[config.mk]
export PLATFORM = sky130hd
export DESIGN_NAME = max7219_display
export DESIGN_NICKNAME = d
export VERILOG_FILES = /design/src/verilog/display_pkg.sv /design/src/verilog/max7219_display.sv /design/src/verilog/display_sequencer.sv /design/src/verilog/spi_frame_shifter.sv /design/src/verilog/magnitude_bcd_converter.sv /design/src/verilog/segment_encoder.sv
export SDC_FILE = /design/constraint.sdc
export NUM_CORES = 1
export LEC_CHECK = 0
export ABC_AREA = 1
export BUFFER_PORTS_ARGS = -buffer_cell sky130_fd_sc_hd__clkbuf_2
export CORE_ASPECT_RATIO = 0.6
export CORE_MARGIN = 5
export CORE_UTILIZATION = 40
export CTS_BUF_LIST = sky130_fd_sc_hd__clkbuf_8
export CTS_CLUSTER_SIZE = 20
export DETAILED_ROUTE_END_ITERATION = 7
export PLACE_DENSITY_LB_ADDON = 0.3
export SYNTH_ARGS = -nofsm -noshare
export SYNTH_HDL_FRONTEND = slang
export SYNTH_HIERARCHICAL = 1
export SYNTH_SLANG_ARGS = --single-unit
[constraint.sdc]
create_clock -name clk -period 3.1 [get_ports clk]
set_clock_uncertainty 0.2 [all_clocks]
set_input_delay 0.62 -clock clk [delete_from_list [all_inputs] [get_ports clk]]
set_output_delay 0.62 -clock clk [all_outputs]
set_load 0.05 [all_outputs]
[src/verilog/display_pkg.sv]
package display_pkg;

    typedef logic signed [23:0] display_value_t;
    typedef logic [19:0]        magnitude_t;
    typedef logic [23:0]        bcd_t;
    typedef logic [3:0]         digit_code_t;
    typedef logic [6:0]         segments_t;
    typedef logic [7:0]         reg_addr_t;
    typedef logic [15:0]        frame_t;

    localparam magnitude_t MAX_MAGNITUDE = 20'd999999;
    localparam int BCD_DIGITS = 6;
    localparam int BCD_STEPS = 20;

    // Serial timing, counted in clk cycles
    localparam int FRAME_BITS = 16;
    localparam int SCLK_HALF_CYCLES = 4;
    localparam int SEL_GAP_CYCLES = 4;

    localparam int HALF_CNT_BITS = $clog2(SCLK_HALF_CYCLES);
    localparam int GAP_CNT_BITS = $clog2(SEL_GAP_CYCLES);
    localparam int BIT_CNT_BITS = $clog2(FRAME_BITS);
    localparam int STEP_CNT_BITS = $clog2(BCD_STEPS);

    // Setup commands, register address in the upper byte
    localparam frame_t SETUP_DECODE = 16'h0900;
    localparam frame_t SETUP_INTENSITY = 16'h0A04;
    localparam frame_t SETUP_SCAN_LIMIT = 16'h0B07;
    localparam frame_t SETUP_NORMAL_OP = 16'h0C01;
    localparam int SETUP_FRAMES = 4;
    localparam int SETUP_CNT_BITS = $clog2(SETUP_FRAMES);

    // Digit registers 1 to 8, register 1 is the rightmost digit
    localparam reg_addr_t FIRST_DIGIT_REG = 8'd1;
    localparam reg_addr_t LAST_DIGIT_REG = 8'd8;
    localparam reg_addr_t DP_DIGIT_REG = 8'd3;

    localparam digit_code_t CODE_MINUS = 4'd10;
    localparam digit_code_t CODE_BLANK = 4'd11;

    typedef enum logic [2:0] {
        SEND_SETUP,
        START_CONVERT,
        WAIT_CONVERT,
        SEND_DIGIT,
        WAIT_FRAME
    } sequencer_state_t;

endpackage
[src/verilog/max7219_display.sv]
`timescale 1ns/1ps

module max7219_display (
    input  logic                        clk,
    input  logic                        reset,
    input  display_pkg::display_value_t value,
    output logic                        mosi,
    output logic                        sclk,
    output logic                        sel
);
    import display_pkg::*;

    logic        convert_start;
    logic        convert_done;
    bcd_t        bcd;
    logic        negative;
    digit_code_t digit_code;
    segments_t   segments;
    logic        frame_start;
    frame_t      frame;
    logic        frame_done;

    display_sequencer sequencer (
        .clk          (clk),
        .reset        (reset),
        .convert_start(convert_start),
        .convert_done (convert_done),
        .bcd          (bcd),
        .negative     (negative),
        .digit_code   (digit_code),
        .segments     (segments),
        .frame_start  (frame_start),
        .frame        (frame),
        .frame_done   (frame_done)
    );

    magnitude_bcd_converter converter (
        .clk          (clk),
        .reset        (reset),
        .convert_start(convert_start),
        .value        (value),
        .bcd          (bcd),
        .negative     (negative),
        .convert_done (convert_done)
    );

    segment_encoder encoder (
        .digit_code(digit_code),
        .segments  (segments)
    );

    spi_frame_shifter shifter (
        .clk        (clk),
        .reset      (reset),
        .frame_start(frame_start),
        .frame      (frame),
        .mosi       (mosi),
        .sclk       (sclk),
        .sel        (sel),
        .frame_done (frame_done)
    );

endmodule

[src/verilog/display_sequencer.sv]
`timescale 1ns/1ps

module display_sequencer (
    input  logic                     clk,
    input  logic                     reset,
    output logic                     convert_start,
    input  logic                     convert_done,
    input  display_pkg::bcd_t        bcd,
    input  logic                     negative,
    output display_pkg::digit_code_t digit_code,
    input  display_pkg::segments_t   segments,
    output logic                     frame_start,
    output display_pkg::frame_t      frame,
    input  logic                     frame_done
);
    import display_pkg::*;

    sequencer_state_t          state;
    logic                      in_setup;
    logic [SETUP_CNT_BITS-1:0] setup_cnt;
    reg_addr_t                 digit_reg;
    frame_t                    setup_frame;
    logic                      dp;

    always_comb begin
        case (setup_cnt)
            2'd0:    setup_frame = SETUP_DECODE;
            2'd1:    setup_frame = SETUP_INTENSITY;
            2'd2:    setup_frame = SETUP_SCAN_LIMIT;
            default: setup_frame = SETUP_NORMAL_OP;
        endcase
    end

    // Registers 1 to 6 take the BCD digits, 7 the sign and 8 stays blank
    always_comb begin
        case (digit_reg)
            8'd1:    digit_code = bcd[3:0];
            8'd2:    digit_code = bcd[7:4];
            8'd3:    digit_code = bcd[11:8];
            8'd4:    digit_code = bcd[15:12];
            8'd5:    digit_code = bcd[19:16];
            8'd6:    digit_code = bcd[23:20];
            8'd7:    digit_code = negative ? CODE_MINUS : CODE_BLANK;
            default: digit_code = CODE_BLANK;
        endcase
    end

    assign dp = digit_reg == DP_DIGIT_REG;

    always_ff @(posedge clk) begin
        if (reset) begin
            state <= SEND_SETUP;
            in_setup <= 1'b1;
            setup_cnt <= '0;
            digit_reg <= FIRST_DIGIT_REG;
            frame_start <= 1'b0;
            convert_start <= 1'b0;
        end else begin
            frame_start <= 1'b0;
            convert_start <= 1'b0;
            case (state)
                SEND_SETUP: begin
                    frame_start <= 1'b1;
                    state <= WAIT_FRAME;
                end
                // convert_start is high for exactly this one cycle
                START_CONVERT: state <= WAIT_CONVERT;
                WAIT_CONVERT: begin
                    if (convert_done) begin
                        digit_reg <= FIRST_DIGIT_REG;
                        state <= SEND_DIGIT;
                    end
                end
                SEND_DIGIT: begin
                    frame_start <= 1'b1;
                    state <= WAIT_FRAME;
                end
                WAIT_FRAME: begin
                    if (frame_done) begin
                        if (in_setup) begin
                            if (setup_cnt == SETUP_CNT_BITS'(SETUP_FRAMES - 1)) begin
                                in_setup <= 1'b0;
                                convert_start <= 1'b1;
                                state <= START_CONVERT;
                            end else begin
                                setup_cnt <= setup_cnt + 1'b1;
                                state <= SEND_SETUP;
                            end
                        end else if (digit_reg == LAST_DIGIT_REG) begin
                            convert_start <= 1'b1;
                            state <= START_CONVERT;
                        end else begin
                            digit_reg <= digit_reg + 1'b1;
                            state <= SEND_DIGIT;
                        end
                    end
                end
                default: state <= SEND_SETUP;
            endcase
        end
    end

    // Frame is loaded in the same cycle that frame_start is raised
    always_ff @(posedge clk) begin
        if (state == SEND_SETUP) begin
            frame <= setup_frame;
        end else if (state == SEND_DIGIT) begin
            frame <= {digit_reg, dp, segments};
        end
    end

endmodule

[src/verilog/spi_frame_shifter.sv]
`timescale 1ns/1ps

module spi_frame_shifter (
    input  logic                clk,
    input  logic                reset,
    input  logic                frame_start,
    input  display_pkg::frame_t frame,
    output logic                mosi,
    output logic                sclk,
    output logic                sel,
    output logic                frame_done
);
    import display_pkg::*;

    typedef enum logic [2:0] {IDLE, SELECT, SHIFT, GAP, DONE} shifter_state_t;

    shifter_state_t          state;
    frame_t                  shift_reg;
    logic [HALF_CNT_BITS-1:0] half_cnt;
    logic [BIT_CNT_BITS-1:0]  bit_cnt;
    logic [GAP_CNT_BITS-1:0]  gap_cnt;
    logic                    half_end;
    logic                    gap_end;

    assign half_end = half_cnt == HALF_CNT_BITS'(SCLK_HALF_CYCLES - 1);
    assign gap_end = gap_cnt == GAP_CNT_BITS'(SEL_GAP_CYCLES - 1);
    assign frame_done = state == DONE;

    // SELECT is the low half of the first bit, SHIFT covers the remaining 31 half periods
    always_ff @(posedge clk) begin
        if (reset) begin
            state <= IDLE;
            sel <= 1'b1;
            sclk <= 1'b0;
            mosi <= 1'b0;
            half_cnt <= '0;
            bit_cnt <= '0;
            gap_cnt <= '0;
        end else begin
            case (state)
                IDLE: begin
                    if (frame_start) begin
                        sel <= 1'b0;
                        mosi <= frame[FRAME_BITS-1];
                        half_cnt <= '0;
                        bit_cnt <= '0;
                        state <= SELECT;
                    end
                end
                SELECT: begin
                    half_cnt <= half_cnt + 1'b1;
                    if (half_end) begin
                        half_cnt <= '0;
                        sclk <= 1'b1;
                        state <= SHIFT;
                    end
                end
                SHIFT: begin
                    half_cnt <= half_cnt + 1'b1;
                    if (half_end) begin
                        half_cnt <= '0;
                        sclk <= ~sclk;
                        // Falling edge, so the next bit goes out or the frame ends
                        if (sclk) begin
                            if (bit_cnt == BIT_CNT_BITS'(FRAME_BITS - 1)) begin
                                sel <= 1'b1;
                                mosi <= 1'b0;
                                gap_cnt <= '0;
                                state <= GAP;
                            end else begin
                                bit_cnt <= bit_cnt + 1'b1;
                                mosi <= shift_reg[FRAME_BITS-2];
                            end
                        end
                    end
                end
                GAP: begin
                    gap_cnt <= gap_cnt + 1'b1;
                    if (gap_end) begin
                        state <= DONE;
                    end
                end
                DONE: state <= IDLE;
                default: state <= IDLE;
            endcase
        end
    end

    always_ff @(posedge clk) begin
        if (state == IDLE && frame_start) begin
            shift_reg <= frame;
        end else if (state == SHIFT && half_end && sclk) begin
            shift_reg <= shift_reg << 1;
        end
    end

endmodule

[src/verilog/magnitude_bcd_converter.sv]
`timescale 1ns/1ps

module magnitude_bcd_converter (
    input  logic                        clk,
    input  logic                        reset,
    input  logic                        convert_start,
    input  display_pkg::display_value_t value,
    output display_pkg::bcd_t           bcd,
    output logic                        negative,
    output logic                        convert_done
);
    import display_pkg::*;

    logic [$bits(display_value_t)-1:0] abs_value;
    magnitude_t                        magnitude;
    magnitude_t                        binary;
    logic                              busy;
    logic [STEP_CNT_BITS-1:0]          step_cnt;

    // Adds 3 to every BCD digit of 5 or more ahead of the next shift
    function automatic bcd_t add_three(input bcd_t digits);
        bcd_t adjusted;
        integer i;
        adjusted = digits;
        for (i = 0; i < BCD_DIGITS; i = i + 1) begin
            if (adjusted[4*i +: 4] >= 4'd5) begin
                adjusted[4*i +: 4] = adjusted[4*i +: 4] + 4'd3;
            end
        end
        return adjusted;
    endfunction

    // The most negative input has no 24-bit positive twin, but its bit pattern
    // read as unsigned is already the right magnitude
    assign abs_value = (value < 0) ? -value : value;
    assign magnitude = (abs_value > {4'b0, MAX_MAGNITUDE}) ? MAX_MAGNITUDE
                                                           : abs_value[19:0];

    always_ff @(posedge clk) begin
        if (reset) begin
            busy <= 1'b0;
            step_cnt <= '0;
            convert_done <= 1'b0;
        end else begin
            convert_done <= 1'b0;
            if (convert_start) begin
                busy <= 1'b1;
                step_cnt <= '0;
            end else if (busy) begin
                step_cnt <= step_cnt + 1'b1;
                if (step_cnt == STEP_CNT_BITS'(BCD_STEPS - 1)) begin
                    busy <= 1'b0;
                    convert_done <= 1'b1;
                end
            end
        end
    end

    // One shift-and-add-3 step per cycle, binary bits enter bcd from the top
    always_ff @(posedge clk) begin
        if (convert_start) begin
            negative <= value < 0;
            binary <= magnitude;
            bcd <= '0;
        end else if (busy) begin
            {bcd, binary} <= {add_three(bcd), binary} << 1;
        end
    end

endmodule

[src/verilog/segment_encoder.sv]
`timescale 1ns/1ps

module segment_encoder (
    input  display_pkg::digit_code_t digit_code,
    output display_pkg::segments_t   segments
);
    import display_pkg::*;

    // Bit 6 is segment a, bit 0 is segment g (the middle bar)
    always_comb begin
        case (digit_code)
            4'd0:       segments = 7'b1111110;
            4'd1:       segments = 7'b0110000;
            4'd2:       segments = 7'b1101101;
            4'd3:       segments = 7'b1111001;
            4'd4:       segments = 7'b0110011;
            4'd5:       segments = 7'b1011011;
            4'd6:       segments = 7'b1011111;
            4'd7:       segments = 7'b1110000;
            4'd8:       segments = 7'b1111111;
            4'd9:       segments = 7'b1111011;
            CODE_MINUS: segments = 7'b0000001;
            CODE_BLANK: segments = 7'b0000000;
            // Hex letters, left in for debug displays
            4'd12:      segments = 7'b1001110;
            4'd13:      segments = 7'b0111101;
            4'd14:      segments = 7'b1001111;
            4'd15:      segments = 7'b1000111;
            default:    segments = 7'b0000000;
        endcase
    end

endmodule

==> impl_metrics.csv <==
group,metric,value,unit
yosys,synth_top_area_cell,"edfxtp_1",
sta,slew_headroom,60.9,%
yosys,netlist.area_leader.share,22.2,%
floorplanning,die_h,113,µm
layout,largest_reg_flops,24,
min_path,hold_class,"reg -> reg",
outcome,status,"finished clean",
power,internal-power,3100,µW
critical_path,start_kind,"register",
yosys,synthArstFlopShare,0,%
placement,portBuffers,28,
floorplanning,die_w,181,µm
layout,regMostFlops,"converter/bcd",
floorplanning,core,0.0172,mm²
critical_path,crit_path_end_kind,"register",
placement,gp_congestion,0.840,
yosys,ys.warnings.count,6,
grt,antenna_found_initial,0,
drt,drtIter0Drc,594,
layout,reg_top3,"converter/bcd (24), converter/binary (20), sequencer/frame (16)",
power,p_sw,1940,µW
layout,finalNonFillerCells,1224,
clocking,postCtsHoldBufs,0,
clocking,clk_latency,0.44,ns
clocking,cts_sinks,113,
sta,fin_crit_sh,90.3,%
clocking,post_cts_buffers,0,
grt,track_usage,15.7,%
grt,grt_pass1_vias,5275,
clocking,clockBufferDepth,2,
yosys,netlist_area,0.00704,mm²
power,pwr-share-comb,32.0,%
power,power,5040,µW
drt,routed_wl,15.7,mm
grt,grt_pass1_wl,26.7,mm
critical_path,path_max_fanout,7,
layout,fillerInstances,1727,
sta,fin_crit,2.80,ns
drt,ant_nets,0,
yosys,seq_area_frac_synth,39.5,%
clocking,cts_tree,"yes",
floorplanning,dieArea,0.0204,mm²
sta,finalSetupTns,0,ns
yosys,synth_edf_count,52,
placement,place_inst,1192,
yosys,yosysMostFrequentCell,"nand2_1",
grt,overflow,0,
yosys,netlist_top_cells_area,"edfxtp_1 (22%), dfxtp_1 (17%), nand2_1 (14%)",
floorplanning,initial_utilization,40.9,%
clocking,clockRootBuffer,"clkbuf_8",
power,power.share.switching,38.4,%
sta,drv_slew,0,
floorplanning,io_pins,29,
layout,seq_area,0.00278,mm²
sta,setup_viol,0,
clocking,cts_resized,0,
layout,diodes,0,
critical_path,required,3.09,ns
power,vdd_drop_max,0.299,mV
sta,finalHoldViolCount,0,
yosys,ys.flop_type,"dfxtp_1",
flow_run,maxCapViolations,0,
clocking,htreeDepth,4,
yosys,synth_commonest_cells,"nand2_1 (254), inv_1 (96), nor2_1 (75)",
power,pwr-share-seq,41.3,%
drt,viasPerCell,4.95,
critical_path,crit_arrival,2.79,ns
sta,hold_slack,0.256,ns
critical_path,critical_path_class,"reg -> reg",
drt,drc,0,
drt,firstDrtPassIters,6,
layout,utilization,45.7,%
drt,avgRoutedWirePerCell,12.8,µm
layout,fin_nets,1035,
layout,area.growth.synth_to_final,11.8,%
power,clkPwrFrac,26.6,%
power,power_density,641,mW/mm²
clocking,cts_buffers,17,
power,leakagePower,0.00346,µW
yosys,postSynthCellCount,938,
yosys,syn_avg_cell_area,7.50,µm²
yosys,synth-seq-cells,113,
floorplanning,fp-row-count,37,
layout,drive_gt1_share,18.3,%
yosys,yosysUniqueCellTypes,50,
sta,worst_pin_slew,0.587,ns
drt,vias,6054,
sta,rsz0062_at_grt,"false",
sta,fmax,0.357,GHz
grt,grt_max_degree,24,
layout,multi_input_area,0.00371,mm²
yosys,syn_nets,996,
clocking,clkTransAtPathRegs,0.07,ns
placement,dp_hpwl,11.7,mm
-- cell type report --
class	count	share of cell area, %
Multi-Input combinational cell	690	47.2
Timing Repair Buffer	43	3.53
Clock buffer	18	3.15
Inverter	112	5.35
Sequential cell	113	35.4
Clock inverter	14	1.65
Tap cell	234	3.72
-- routing by layer --
metal	global-route usage, %	part of all wire, %	up-vias
met5	0	0	-
met3	2.83	5.8	11
li1	-	-	3161
met1	26.5	57	2735
met2	19.7	37	147
met4	4.20	0.93	0
-- path summary, 6_finish.rpt --
check,startpoint,to,slack [ns],depth (start not counted)
worst min register to register,converter/binary[19]$_DFFE_PP_,converter/bcd[0]$_SDFFE_PP0P_,0.26,2
worst max-delay path,sequencer/digit_reg[0]$_SDFFE_PP1P_,sequencer/frame[3]$_SDFFCE_PN0P_,0.30,15
worst max register to register,sequencer/digit_reg[0]$_SDFFE_PP1P_,sequencer/frame[3]$_SDFFCE_PN0P_,0.30,15
worst min-delay path,converter/binary[19]$_DFFE_PP_,converter/bcd[0]$_SDFFE_PP0P_,0.26,2
-- worst max-delay path: stages (launching register included) --
cell and delay [ns]:
dfxtp_1 0.45, inv_1 0.19, ha_1 0.26, inv_1 0.09, nor3_4 0.06, nor3_1 0.21, nand2_1 0.13, nand3_1 0.22
inv_1 0.15, ha_1 0.29, nand2_1 0.08, nand2_1 0.06, nand2_1 0.05, nand2_1 0.05, inv_1 0.04, nor2_1 0.03
-- through the flow --
step	cell area, µm²	worst slack [ns]
2_1_floorplan	7040	0.553
3_3_place_gp	7490	0.379
3_5_place_dp	7490	0.335
4_1_cts	7860	0.333
5_1_grt	7860	0.0252
6_report	7860	0.301
-- power groups by stage --
stage | Clock (µW) | Sequential (µW) | Combinational, µW
finish | 1340 | 2080 | 1620
global route | 1450 | 2110 | 1870
CTS | 1370 | 2090 | 1610
detailed placement | 0 | 2120 | 1610
global placement | 0 | 2110 | 1590
floorplan | 0 | 2110 | 1220
-- layout by cell type, fill, tap and decap left out, types with 32 or more instances in the layout --
master / count
nand3_1: 69
edfxtp_1: 52
ha_1: 32
nor2_2: 34
nor2_1: 75
o21ai_0: 41
inv_1: 96
a21oi_1: 44
nand2_1: 254
dfxtp_1: 61
-- kinds of logic after synthesis --
logic type | count (synthesis) | share of synthesized area (%)
adder cells (fa/ha/maj) | 32 | 5.69
XOR/XNOR | 13 | 1.62
flip-flops | 113 | 39.5
AND/OR/NAND/NOR | 509 | 34.5
buffers and inverters | 135 | 7.70
AO/OA/AOI/OAI | 136 | 10.9
(Power assumes the default switching activity.)
